### config.mk
export PLATFORM = sky130hd
export DESIGN_NAME = psx_loader
export DESIGN_NICKNAME = d
export VERILOG_FILES = /design/src/common/psx_loader_pkg.sv /design/src/loader/ram_word_packer.sv /design/src/loader/cheat_code_assembler.sv /design/src/logic/download_decoder.sv /design/src/logic/memcard_command.sv /design/src/logic/memcard_slot.sv /design/src/logic/psx_loader.sv
export SDC_FILE = /design/constraint.sdc
export NUM_CORES = 1
export LEC_CHECK = 0
export BUFFER_PORTS_ARGS = -buffer_cell sky130_fd_sc_hd__buf_2
export CAP_MARGIN = 40
export CORE_AREA = 2 2 148 150
export DETAILED_ROUTE_END_ITERATION = 12
export DIE_AREA = 0 0 150 152
export PLACE_DENSITY_LB_ADDON = 0.05
export SKIP_CTS_REPAIR_TIMING = 1
export SYNTH_ARGS = -nofsm -noshare
export SYNTH_HDL_FRONTEND = slang
export SYNTH_SLANG_ARGS = --single-unit
### constraint.sdc
create_clock -name clk_1x -period 8.04 [get_ports clk_1x]
set_clock_uncertainty 0.2 [all_clocks]
set_input_delay 1.206 -clock clk_1x [delete_from_list [all_inputs] [get_ports clk_1x]]
set_output_delay 1.206 -clock clk_1x [all_outputs]
set_load 0.01 [all_outputs]
### src/common/psx_loader_pkg.sv
// PSX loader package with download indices, RAM base addresses, widths and payload types
package psx_loader_pkg;

	// ==============================
	// Widths
	// ==============================

	localparam int ADDR_W       = 27;
	localparam int DATA_W       = 16;
	localparam int WORD_W       = 32;
	localparam int CODE_W       = 128;
	localparam int TRACK_ADDR_W = 9;

	// Number of memory card slots
	localparam int NUM_MEMCARDS = 2;

	// ==============================
	// Download indices from the host
	// ==============================

	localparam logic [7:0] IDX_BIOS   = 8'd0;
	localparam logic [7:0] IDX_EXE    = 8'd1;
	localparam logic [7:0] IDX_SBI    = 8'd250;
	localparam logic [7:0] IDX_CDINFO = 8'd251;
	localparam logic [7:0] IDX_CODE   = 8'd255;

	// ==============================
	// Main RAM byte base addresses
	// ==============================

	// BIOS image sits at 2 MB
	localparam logic [ADDR_W-1:0] BIOS_START = 27'd2097152;
	// EXE image sits at 4 MB
	localparam logic [ADDR_W-1:0] EXE_START  = 27'd4194304;

	// ==============================
	// Payload types
	// ==============================

	typedef logic [ADDR_W-1:0]       ioctl_addr_t;
	typedef logic [DATA_W-1:0]       ioctl_data_t;
	typedef logic [WORD_W-1:0]       ram_word_t;
	typedef logic [TRACK_ADDR_W-1:0] track_addr_t;

	// Flags, address, compare, replace from the top down
	typedef logic [CODE_W-1:0]       cheat_code_t;

endpackage

### src/loader/ram_word_packer.sv
// RAM word packer that pairs 16-bit download words into 32-bit RAM and track-info writes
`timescale 1ns/100ps

module ram_word_packer (
	input  logic                        clk_1x,
	input  logic                        rst,
	input  logic                        loader_busy,
	input  logic                        is_bios,
	input  logic                        is_exe,
	input  logic                        is_cdinfo,
	input  psx_loader_pkg::ioctl_addr_t ioctl_addr,
	input  psx_loader_pkg::ioctl_data_t ioctl_dout,
	input  logic                        ioctl_wr,
	input  logic                        ram_wr_ready,
	output logic                        ram_wr_valid,
	output psx_loader_pkg::ioctl_addr_t ram_wr_addr,
	output psx_loader_pkg::ram_word_t   ram_wr_data,
	output logic                        ioctl_wait,
	output logic                        track_wr,
	output psx_loader_pkg::track_addr_t track_addr,
	output psx_loader_pkg::ram_word_t   track_data
);
	import psx_loader_pkg::*;

	ioctl_addr_t base_addr;
	logic        word_lo;
	logic        word_hi;
	logic        ram_kind;
	logic        transfer;

	// ==============================
	// Word classification
	// ==============================

	// Track info is stored without a base offset
	always_comb begin
		if (is_bios) begin
			base_addr = BIOS_START;
		end else if (is_exe) begin
			base_addr = EXE_START;
		end else begin
			base_addr = '0;
		end
	end

	assign word_lo  = loader_busy & ioctl_wr & ~ioctl_addr[1];
	assign word_hi  = loader_busy & ioctl_wr & ioctl_addr[1];
	assign ram_kind = is_bios | is_exe;
	assign transfer = ram_wr_valid & ram_wr_ready;

	// ==============================
	// Pair assembly
	// ==============================

	// Low word carries the target address of the pair
	always_ff @(posedge clk_1x) begin
		if (word_lo) begin
			ram_wr_data[DATA_W-1:0] <= ioctl_dout;
			ram_wr_addr             <= ioctl_addr + base_addr;
		end
		if (word_hi) begin
			ram_wr_data[WORD_W-1:DATA_W] <= ioctl_dout;
		end
	end

	// ==============================
	// RAM handshake
	// ==============================

	always_ff @(posedge clk_1x) begin
		if (rst) begin
			ram_wr_valid <= 1'b0;
		end else if (!loader_busy) begin
			// Download gone, abandon any pending write
			ram_wr_valid <= 1'b0;
		end else if (word_hi && ram_kind) begin
			ram_wr_valid <= 1'b1;
		end else if (transfer) begin
			ram_wr_valid <= 1'b0;
		end
	end

	// Host is held off for as long as a write is outstanding
	assign ioctl_wait = ram_wr_valid & loader_busy;

	// ==============================
	// Track info path
	// ==============================

	// Single pulse per pair, never stalls the host
	always_ff @(posedge clk_1x) begin
		if (rst) begin
			track_wr <= 1'b0;
		end else begin
			track_wr <= word_hi & is_cdinfo;
		end
	end

	// Word address of the track table entry
	assign track_addr = ram_wr_addr[TRACK_ADDR_W+1:2];
	assign track_data = ram_wr_data;

endmodule

### src/loader/cheat_code_assembler.sv
// Cheat code assembler that builds 128-bit codes from eight download words
`timescale 1ns/100ps

module cheat_code_assembler (
	input  logic                        clk_1x,
	input  logic                        rst,
	input  logic                        is_code,
	input  psx_loader_pkg::ioctl_addr_t ioctl_addr,
	input  psx_loader_pkg::ioctl_data_t ioctl_dout,
	input  logic                        ioctl_wr,
	output psx_loader_pkg::cheat_code_t cheat_code,
	output logic                        code_valid,
	output logic                        cheat_clear
);

	logic is_code_d;
	logic code_wr;

	assign code_wr = is_code & ioctl_wr;

	// ==============================
	// Word placement
	// ==============================

	// Each 32-bit field arrives bottom half first
	always_ff @(posedge clk_1x) begin
		if (code_wr) begin
			case (ioctl_addr[3:0])
				4'd0:  cheat_code[111:96]  <= ioctl_dout;
				4'd2:  cheat_code[127:112] <= ioctl_dout;
				4'd4:  cheat_code[79:64]   <= ioctl_dout;
				4'd6:  cheat_code[95:80]   <= ioctl_dout;
				4'd8:  cheat_code[47:32]   <= ioctl_dout;
				4'd10: cheat_code[63:48]   <= ioctl_dout;
				4'd12: cheat_code[15:0]    <= ioctl_dout;
				4'd14: cheat_code[31:16]   <= ioctl_dout;
				default: ;
			endcase
		end
	end

	// ==============================
	// Pulses
	// ==============================

	always_ff @(posedge clk_1x) begin
		if (rst) begin
			is_code_d   <= 1'b0;
			cheat_clear <= 1'b0;
			code_valid  <= 1'b0;
		end else begin
			is_code_d   <= is_code;
			// New code list, drop the old one
			cheat_clear <= is_code & ~is_code_d;
			// Last word of a group completes the code
			code_valid  <= code_wr & (ioctl_addr[3:0] == 4'd14);
		end
	end

endmodule

### src/logic/download_decoder.sv
// Download decoder that flags the active download kind, latches the libcrypt key and pulses exe_load
`timescale 1ns/100ps

module download_decoder (
	input  logic                        clk_1x,
	input  logic                        rst,
	input  logic                        ioctl_download,
	input  logic [7:0]                  ioctl_index,
	input  logic                        ioctl_wr,
	input  psx_loader_pkg::ioctl_data_t ioctl_dout,
	output logic                        is_bios,
	output logic                        is_exe,
	output logic                        is_cdinfo,
	output logic                        is_code,
	output logic                        loader_busy,
	output logic                        dl_reset,
	output psx_loader_pkg::ioctl_data_t libcrypt_key,
	output logic                        exe_load
);
	import psx_loader_pkg::*;

	logic is_sbi;
	logic is_exe_d;

	// ==============================
	// Kind flags
	// ==============================

	always_ff @(posedge clk_1x) begin
		if (rst) begin
			is_bios   <= 1'b0;
			is_exe    <= 1'b0;
			is_sbi    <= 1'b0;
			is_cdinfo <= 1'b0;
			is_code   <= 1'b0;
		end else begin
			is_bios   <= ioctl_download & (ioctl_index == IDX_BIOS);
			is_exe    <= ioctl_download & (ioctl_index == IDX_EXE);
			is_sbi    <= ioctl_download & (ioctl_index == IDX_SBI);
			is_cdinfo <= ioctl_download & (ioctl_index == IDX_CDINFO);
			is_code   <= ioctl_download & (ioctl_index == IDX_CODE);
		end
	end

	// Kinds that go through the word packer
	assign loader_busy = is_bios | is_exe | is_cdinfo;

	// Console is held in reset while its memory image is replaced
	assign dl_reset = is_bios | is_exe;

	// ==============================
	// SBI key and EXE start
	// ==============================

	// Last word of the SBI download is the key
	always_ff @(posedge clk_1x) begin
		if (is_sbi && ioctl_wr) begin
			libcrypt_key <= ioctl_dout;
		end
	end

	always_ff @(posedge clk_1x) begin
		if (rst) begin
			is_exe_d <= 1'b0;
			exe_load <= 1'b0;
		end else begin
			is_exe_d <= is_exe;
			exe_load <= is_exe_d & ~is_exe;
		end
	end

endmodule

### src/logic/memcard_command.sv
// Memory card command block that turns menu and OSD autosave edges into load and save pulses
`timescale 1ns/100ps

module memcard_command (
	input  logic clk_1x,
	input  logic rst,
	input  logic bk_load,
	input  logic bk_save,
	input  logic bk_autosave,
	input  logic osd_open,
	output logic load_all,
	output logic card_save
);

	logic autosave_req;
	logic old_load;
	logic old_save;
	logic old_autosave;

	// Autosave fires when the OSD opens with autosave on
	assign autosave_req = osd_open & bk_autosave;

	// ==============================
	// Edge detect
	// ==============================

	always_ff @(posedge clk_1x) begin
		if (rst) begin
			old_load     <= 1'b0;
			old_save     <= 1'b0;
			old_autosave <= 1'b0;
			load_all     <= 1'b0;
			card_save    <= 1'b0;
		end else begin
			old_load     <= bk_load;
			old_save     <= bk_save;
			old_autosave <= autosave_req;
			load_all     <= bk_load & ~old_load;
			card_save    <= (bk_save & ~old_save) | (autosave_req & ~old_autosave);
		end
	end

endmodule

### src/logic/memcard_slot.sv
// Memory card slot that tracks mount state and issues card load pulses
`timescale 1ns/100ps

module memcard_slot (
	input  logic        clk_1x,
	input  logic        rst,
	input  logic        mount_event,
	input  logic [63:0] img_size,
	input  logic        load_all,
	output logic        mounted,
	output logic        card_load
);

	logic has_image;

	// Zero size means the image was unmounted
	assign has_image = |img_size;

	always_ff @(posedge clk_1x) begin
		if (rst) begin
			mounted   <= 1'b0;
			card_load <= 1'b0;
		end else begin
			if (mount_event) begin
				mounted <= has_image;
			end
			// Fresh image or a reload from the menu
			card_load <= (mount_event & has_image) | load_all;
		end
	end

endmodule

### src/logic/psx_loader.sv
// PSX loader top that decodes host downloads into RAM, track, key, cheat and memory card traffic
`timescale 1ns/100ps

module psx_loader (
	input  logic                                      clk_1x,
	input  logic                                      rst,
	input  logic                                      ioctl_download,
	input  logic [7:0]                                ioctl_index,
	input  psx_loader_pkg::ioctl_addr_t               ioctl_addr,
	input  psx_loader_pkg::ioctl_data_t               ioctl_dout,
	input  logic                                      ioctl_wr,
	input  logic                                      ram_wr_ready,
	input  logic [psx_loader_pkg::NUM_MEMCARDS-1:0]   img_mounted,
	input  logic [63:0]                               img_size,
	input  logic                                      bk_load,
	input  logic                                      bk_save,
	input  logic                                      bk_autosave,
	input  logic                                      osd_open,
	output logic                                      ioctl_wait,
	output logic                                      ram_wr_valid,
	output psx_loader_pkg::ioctl_addr_t               ram_wr_addr,
	output psx_loader_pkg::ram_word_t                 ram_wr_data,
	output logic                                      track_wr,
	output psx_loader_pkg::track_addr_t               track_addr,
	output psx_loader_pkg::ram_word_t                 track_data,
	output psx_loader_pkg::ioctl_data_t               libcrypt_key,
	output logic                                      exe_load,
	output logic                                      dl_reset,
	output psx_loader_pkg::cheat_code_t               cheat_code,
	output logic                                      code_valid,
	output logic                                      cheat_clear,
	output logic [psx_loader_pkg::NUM_MEMCARDS-1:0]   card_load,
	output logic [psx_loader_pkg::NUM_MEMCARDS-1:0]   card_mounted,
	output logic                                      card_save
);
	import psx_loader_pkg::*;

	logic is_bios;
	logic is_exe;
	logic is_cdinfo;
	logic is_code;
	logic loader_busy;
	logic load_all;

	// ==============================
	// Download front end
	// ==============================

	download_decoder u_decoder (
		.clk_1x         (clk_1x),
		.rst            (rst),
		.ioctl_download (ioctl_download),
		.ioctl_index    (ioctl_index),
		.ioctl_wr       (ioctl_wr),
		.ioctl_dout     (ioctl_dout),
		.is_bios        (is_bios),
		.is_exe         (is_exe),
		.is_cdinfo      (is_cdinfo),
		.is_code        (is_code),
		.loader_busy    (loader_busy),
		.dl_reset       (dl_reset),
		.libcrypt_key   (libcrypt_key),
		.exe_load       (exe_load)
	);

	ram_word_packer u_packer (
		.clk_1x       (clk_1x),
		.rst          (rst),
		.loader_busy  (loader_busy),
		.is_bios      (is_bios),
		.is_exe       (is_exe),
		.is_cdinfo    (is_cdinfo),
		.ioctl_addr   (ioctl_addr),
		.ioctl_dout   (ioctl_dout),
		.ioctl_wr     (ioctl_wr),
		.ram_wr_ready (ram_wr_ready),
		.ram_wr_valid (ram_wr_valid),
		.ram_wr_addr  (ram_wr_addr),
		.ram_wr_data  (ram_wr_data),
		.ioctl_wait   (ioctl_wait),
		.track_wr     (track_wr),
		.track_addr   (track_addr),
		.track_data   (track_data)
	);

	cheat_code_assembler u_cheats (
		.clk_1x      (clk_1x),
		.rst         (rst),
		.is_code     (is_code),
		.ioctl_addr  (ioctl_addr),
		.ioctl_dout  (ioctl_dout),
		.ioctl_wr    (ioctl_wr),
		.cheat_code  (cheat_code),
		.code_valid  (code_valid),
		.cheat_clear (cheat_clear)
	);

	// ==============================
	// Memory cards
	// ==============================

	memcard_command u_memcard_cmd (
		.clk_1x      (clk_1x),
		.rst         (rst),
		.bk_load     (bk_load),
		.bk_save     (bk_save),
		.bk_autosave (bk_autosave),
		.osd_open    (osd_open),
		.load_all    (load_all),
		.card_save   (card_save)
	);

	// One slot per card, all share the broadcast reload
	for (genvar i = 0; i < NUM_MEMCARDS; i++) begin : g_slot
		memcard_slot u_slot (
			.clk_1x      (clk_1x),
			.rst         (rst),
			.mount_event (img_mounted[i]),
			.img_size    (img_size),
			.load_all    (load_all),
			.mounted     (card_mounted[i]),
			.card_load   (card_load[i])
		);
	end

endmodule

==> flow_metrics.env <==
export IMPL_synthDominantCellAreaShare=0.820
export IMPL_status="complete, no violations"
export IMPL_rsz0062_at_grt="no"
export IMPL_min_period_over_period=0.390
export IMPL_slew_viol_final=0
export IMPL_routed_via_density=4.47
export IMPL_synth_fp_nets=490
export IMPL_cp_max_fo=5
export IMPL_ys_seq_elements=224
export IMPL_final_common_cell="buf_2"
export IMPL_diodes=0
export IMPL_cts_tree="built"
export IMPL_cts_buffers=23
export IMPL_core_area_sq_um=21400
export IMPL_fmax_mhz=319
export IMPL_final_min_clock_period_ns=3.13
export IMPL_seqPwrFrac=0.528
export IMPL_switching_share=0.188
export IMPL_first_pass_iters=4
export IMPL_worstPathArrival_ns=1.73
export IMPL_holdPathEnd="u_memcard_cmd.load_all"
export IMPL_yosysTopAreaCell="edfxtp_1"
export IMPL_die_w_um=150
export IMPL_avgSynthCellArea_sq_um=20.6
export IMPL_gp_congestion=0.881
export IMPL_p_comb_frac=0.025
export IMPL_ff2ff_setup_slack_ns=5.97
export IMPL_ys_warn_count=0
export IMPL_initial_core_util=0.348
export IMPL_end_kind="output port"
export IMPL_max_slew_margin_rel=0.525
export IMPL_cap_violations=0
export IMPL_critPathKind="flip-flop to output port"
export IMPL_cts_root_buf="clkbuf_16"
export IMPL_setup_viol=0
export IMPL_h_tree_depth=1
export IMPL_syn_area_sq_um=7430
export IMPL_wl_um=21200
export IMPL_p_int_uw=1960
export IMPL_grtUsageMet2=0.338
export IMPL_power_density_nw_per_um2=234
export IMPL_setup_tns_ns=0
export IMPL_max_vdd_ir_drop_mv=0.126
export IMPL_grt_overflow=0
export IMPL_dpl_cell_area_sq_um=9500
export IMPL_critPathRequiredTime_ns=6.63
export IMPL_num_rows=54
export IMPL_p_clk_frac=0.447
export IMPL_vias=4598
export IMPL_grt_total_usage=0.180
export IMPL_synth_area_leaders="edfxtp_1 (82%), dfxtp_1 (5.7%), buf_4 (4.5%), nor4_1 (1.4%), nor2b_1 (0.67%)"
export IMPL_die_area_sq_um=22800
export IMPL_reg2reg_to="u_cheats.cheat_code[88]"
export IMPL_wl_per_cell_um=20.6
export IMPL_die_h_um=152
export IMPL_io_buffers=381
export IMPL_area_growth_syn_to_layout_pct=38.2
export IMPL_tightest_slew_ns=0.707
export IMPL_top_usage_layer="met2"
export IMPL_ys_types=29
export IMPL_cp_start_kind="flip-flop"
export IMPL_drt_iter0_markers=237
export IMPL_first_global_vias=4758
export IMPL_worstHoldPathType="flip-flop to flip-flop"
export IMPL_clock_path_buffers=3
export IMPL_netlist_instances=361
export IMPL_grt_max_degree=34
export IMPL_hpwl_um=15700
export IMPL_met3_usage=0.0514
export IMPL_grt_use_met1=0.194
export IMPL_io_pins=382
export IMPL_final_nets=862
export IMPL_cellLeakagePower_uw=0.00415
export IMPL_grt_antenna_before_repair=0
export IMPL_rr_startpoint="u_decoder.is_code"
export IMPL_clkTransAtPathRegs_ns=0.06
export IMPL_grt_pass1_wl_um=29900
export IMPL_layout_common_cells="buf_2 (381), edfxtp_1 (203), clkbuf_16 (23)"
export IMPL_clk_latency_ns=0.49
export IMPL_drt_drc_violations_left=0
export IMPL_finalHoldViolCount=0
export IMPL_worstRegToRegCells=3
export IMPL_p_switching_uw=453
export IMPL_yosysSeqAreaShare=0.876
export IMPL_clock_sinks=224
export IMPL_postRouteAntennaNets=0
export IMPL_drive_gt1_frac=0.591
export IMPL_postLayoutCellArea_sq_um=10300
export IMPL_worstHoldPathCells=1
export IMPL_min_delay_start="u_memcard_cmd.old_load"
[metal layers]
layer  vias to the layer above  share of wire  routed length (um)
li1                       2091              -                   -
met1                      2227           0.35                7420
met2                       249           0.54               11500
met3                        31          0.086                1830
met4                         0          0.021                 444
met5                         -              0                   0
[critical path, cell delays in order (launching register included)]
cell	delay, ns
dfxtp_1	0.33
nor3_1	0.61
nor2b_1	0.13
buf_2	0.17
[worst max path at each step]
stage                     cells past startpoint  slack, ns              from                 endpoint
final                                         3       4.91  u_decoder.is_exe               ioctl_wait
after global routing                          3       4.74  u_decoder.is_exe               ioctl_wait
after CTS                                     3       4.83  u_decoder.is_exe               ioctl_wait
after detailed placement                      4       4.75     ioctl_addr[0]  u_cheats.cheat_code[37]
after global placement                        3       4.78     ioctl_addr[0]  u_cheats.cheat_code[80]
after floorplan                               2       4.22     ioctl_addr[1]  u_packer.ram_wr_addr[0]
[cell families (layout without fill, tap and decap cells)]
logic type | count (synthesis) | in the layout | synth area share
adder cells (fa/ha/maj) | 3 | 3 | 0.00606
AO/OA/AOI/OAI | 7 | 7 | 0.00589
buffers and inverters | 48 | 436 | 0.0470
AND/OR/NAND/NOR | 75 | 75 | 0.0599
flip-flops | 224 | 224 | 0.876
XOR/XNOR | 4 | 4 | 0.00471
[registers in the layout, summed over array words and instances, names as in the netlist, 2 cells and up]
name,count
u_decoder.libcrypt_key,16
g_slot.u_slot.mounted,2
u_packer.ram_wr_addr,27
u_packer.ram_wr_data,32
g_slot.u_slot.card_load,2
u_cheats.cheat_code,128
[cells in the mapped netlist]
cell type  number
a211oi_1        2
a21oi_1         2
and2_1          1
and3_1          1
and4_1          1
buf_4          45
clkbuf_1        1
dfxtp_1        21
edfxtp_1      203
fa_1            1
ha_1            2
inv_1           2
nand2_1         3
nand2b_1        6
nand3_1         4
nand3b_1        3
nand4_1         4
nor2_1         11
nor2b_1         8
nor3_1         10
nor3b_1         2
nor4_1         17
nor4_4          1
o21ai_0         2
o32ai_1         1
or2_2           1
or3b_2          2
xnor2_1         1
xor2_1          3
[area by class of cell]
type | count | area (sq um)
timing repair buffer | 393 | 2020
inverter | 2 | 7.51
sequential | 224 | 6520
multi-input combinational | 89 | 609
tap | 280 | 350
fill | 1933 | 11100
clock buffer | 31 | 646
clock inverter | 10 | 125
[stage by stage]
step / utilization / cells / hold slack [ns] / total power [uW] / worst slack (ns)
finish: 0.481 / 1029 / 0.182 / 2410 / 4.91
detailed placement: 0.445 / 987 / 0.173 / 1360 / 4.75
global route: 0.481 / 1029 / 0.188 / 2490 / 4.74
global placement: 0.442 / 983 / 0.175 / 1360 / 4.78
CTS: 0.481 / 1028 / 0.182 / 2440 / 4.83
floorplan: - / 361 / 0.167 / 1310 / 4.22
[power by group through the flow]
stage	Clock [uW]	Combinational [uW]	Sequential, uW
floorplan	0	10.8	1300
global placement	0	58.8	1300
detailed placement	0	60.7	1300
CTS	1100	60.7	1270
global route	1150	66.0	1270
finish	1080	59.7	1270
No activity file was read; power rests on OpenSTA's default activity.
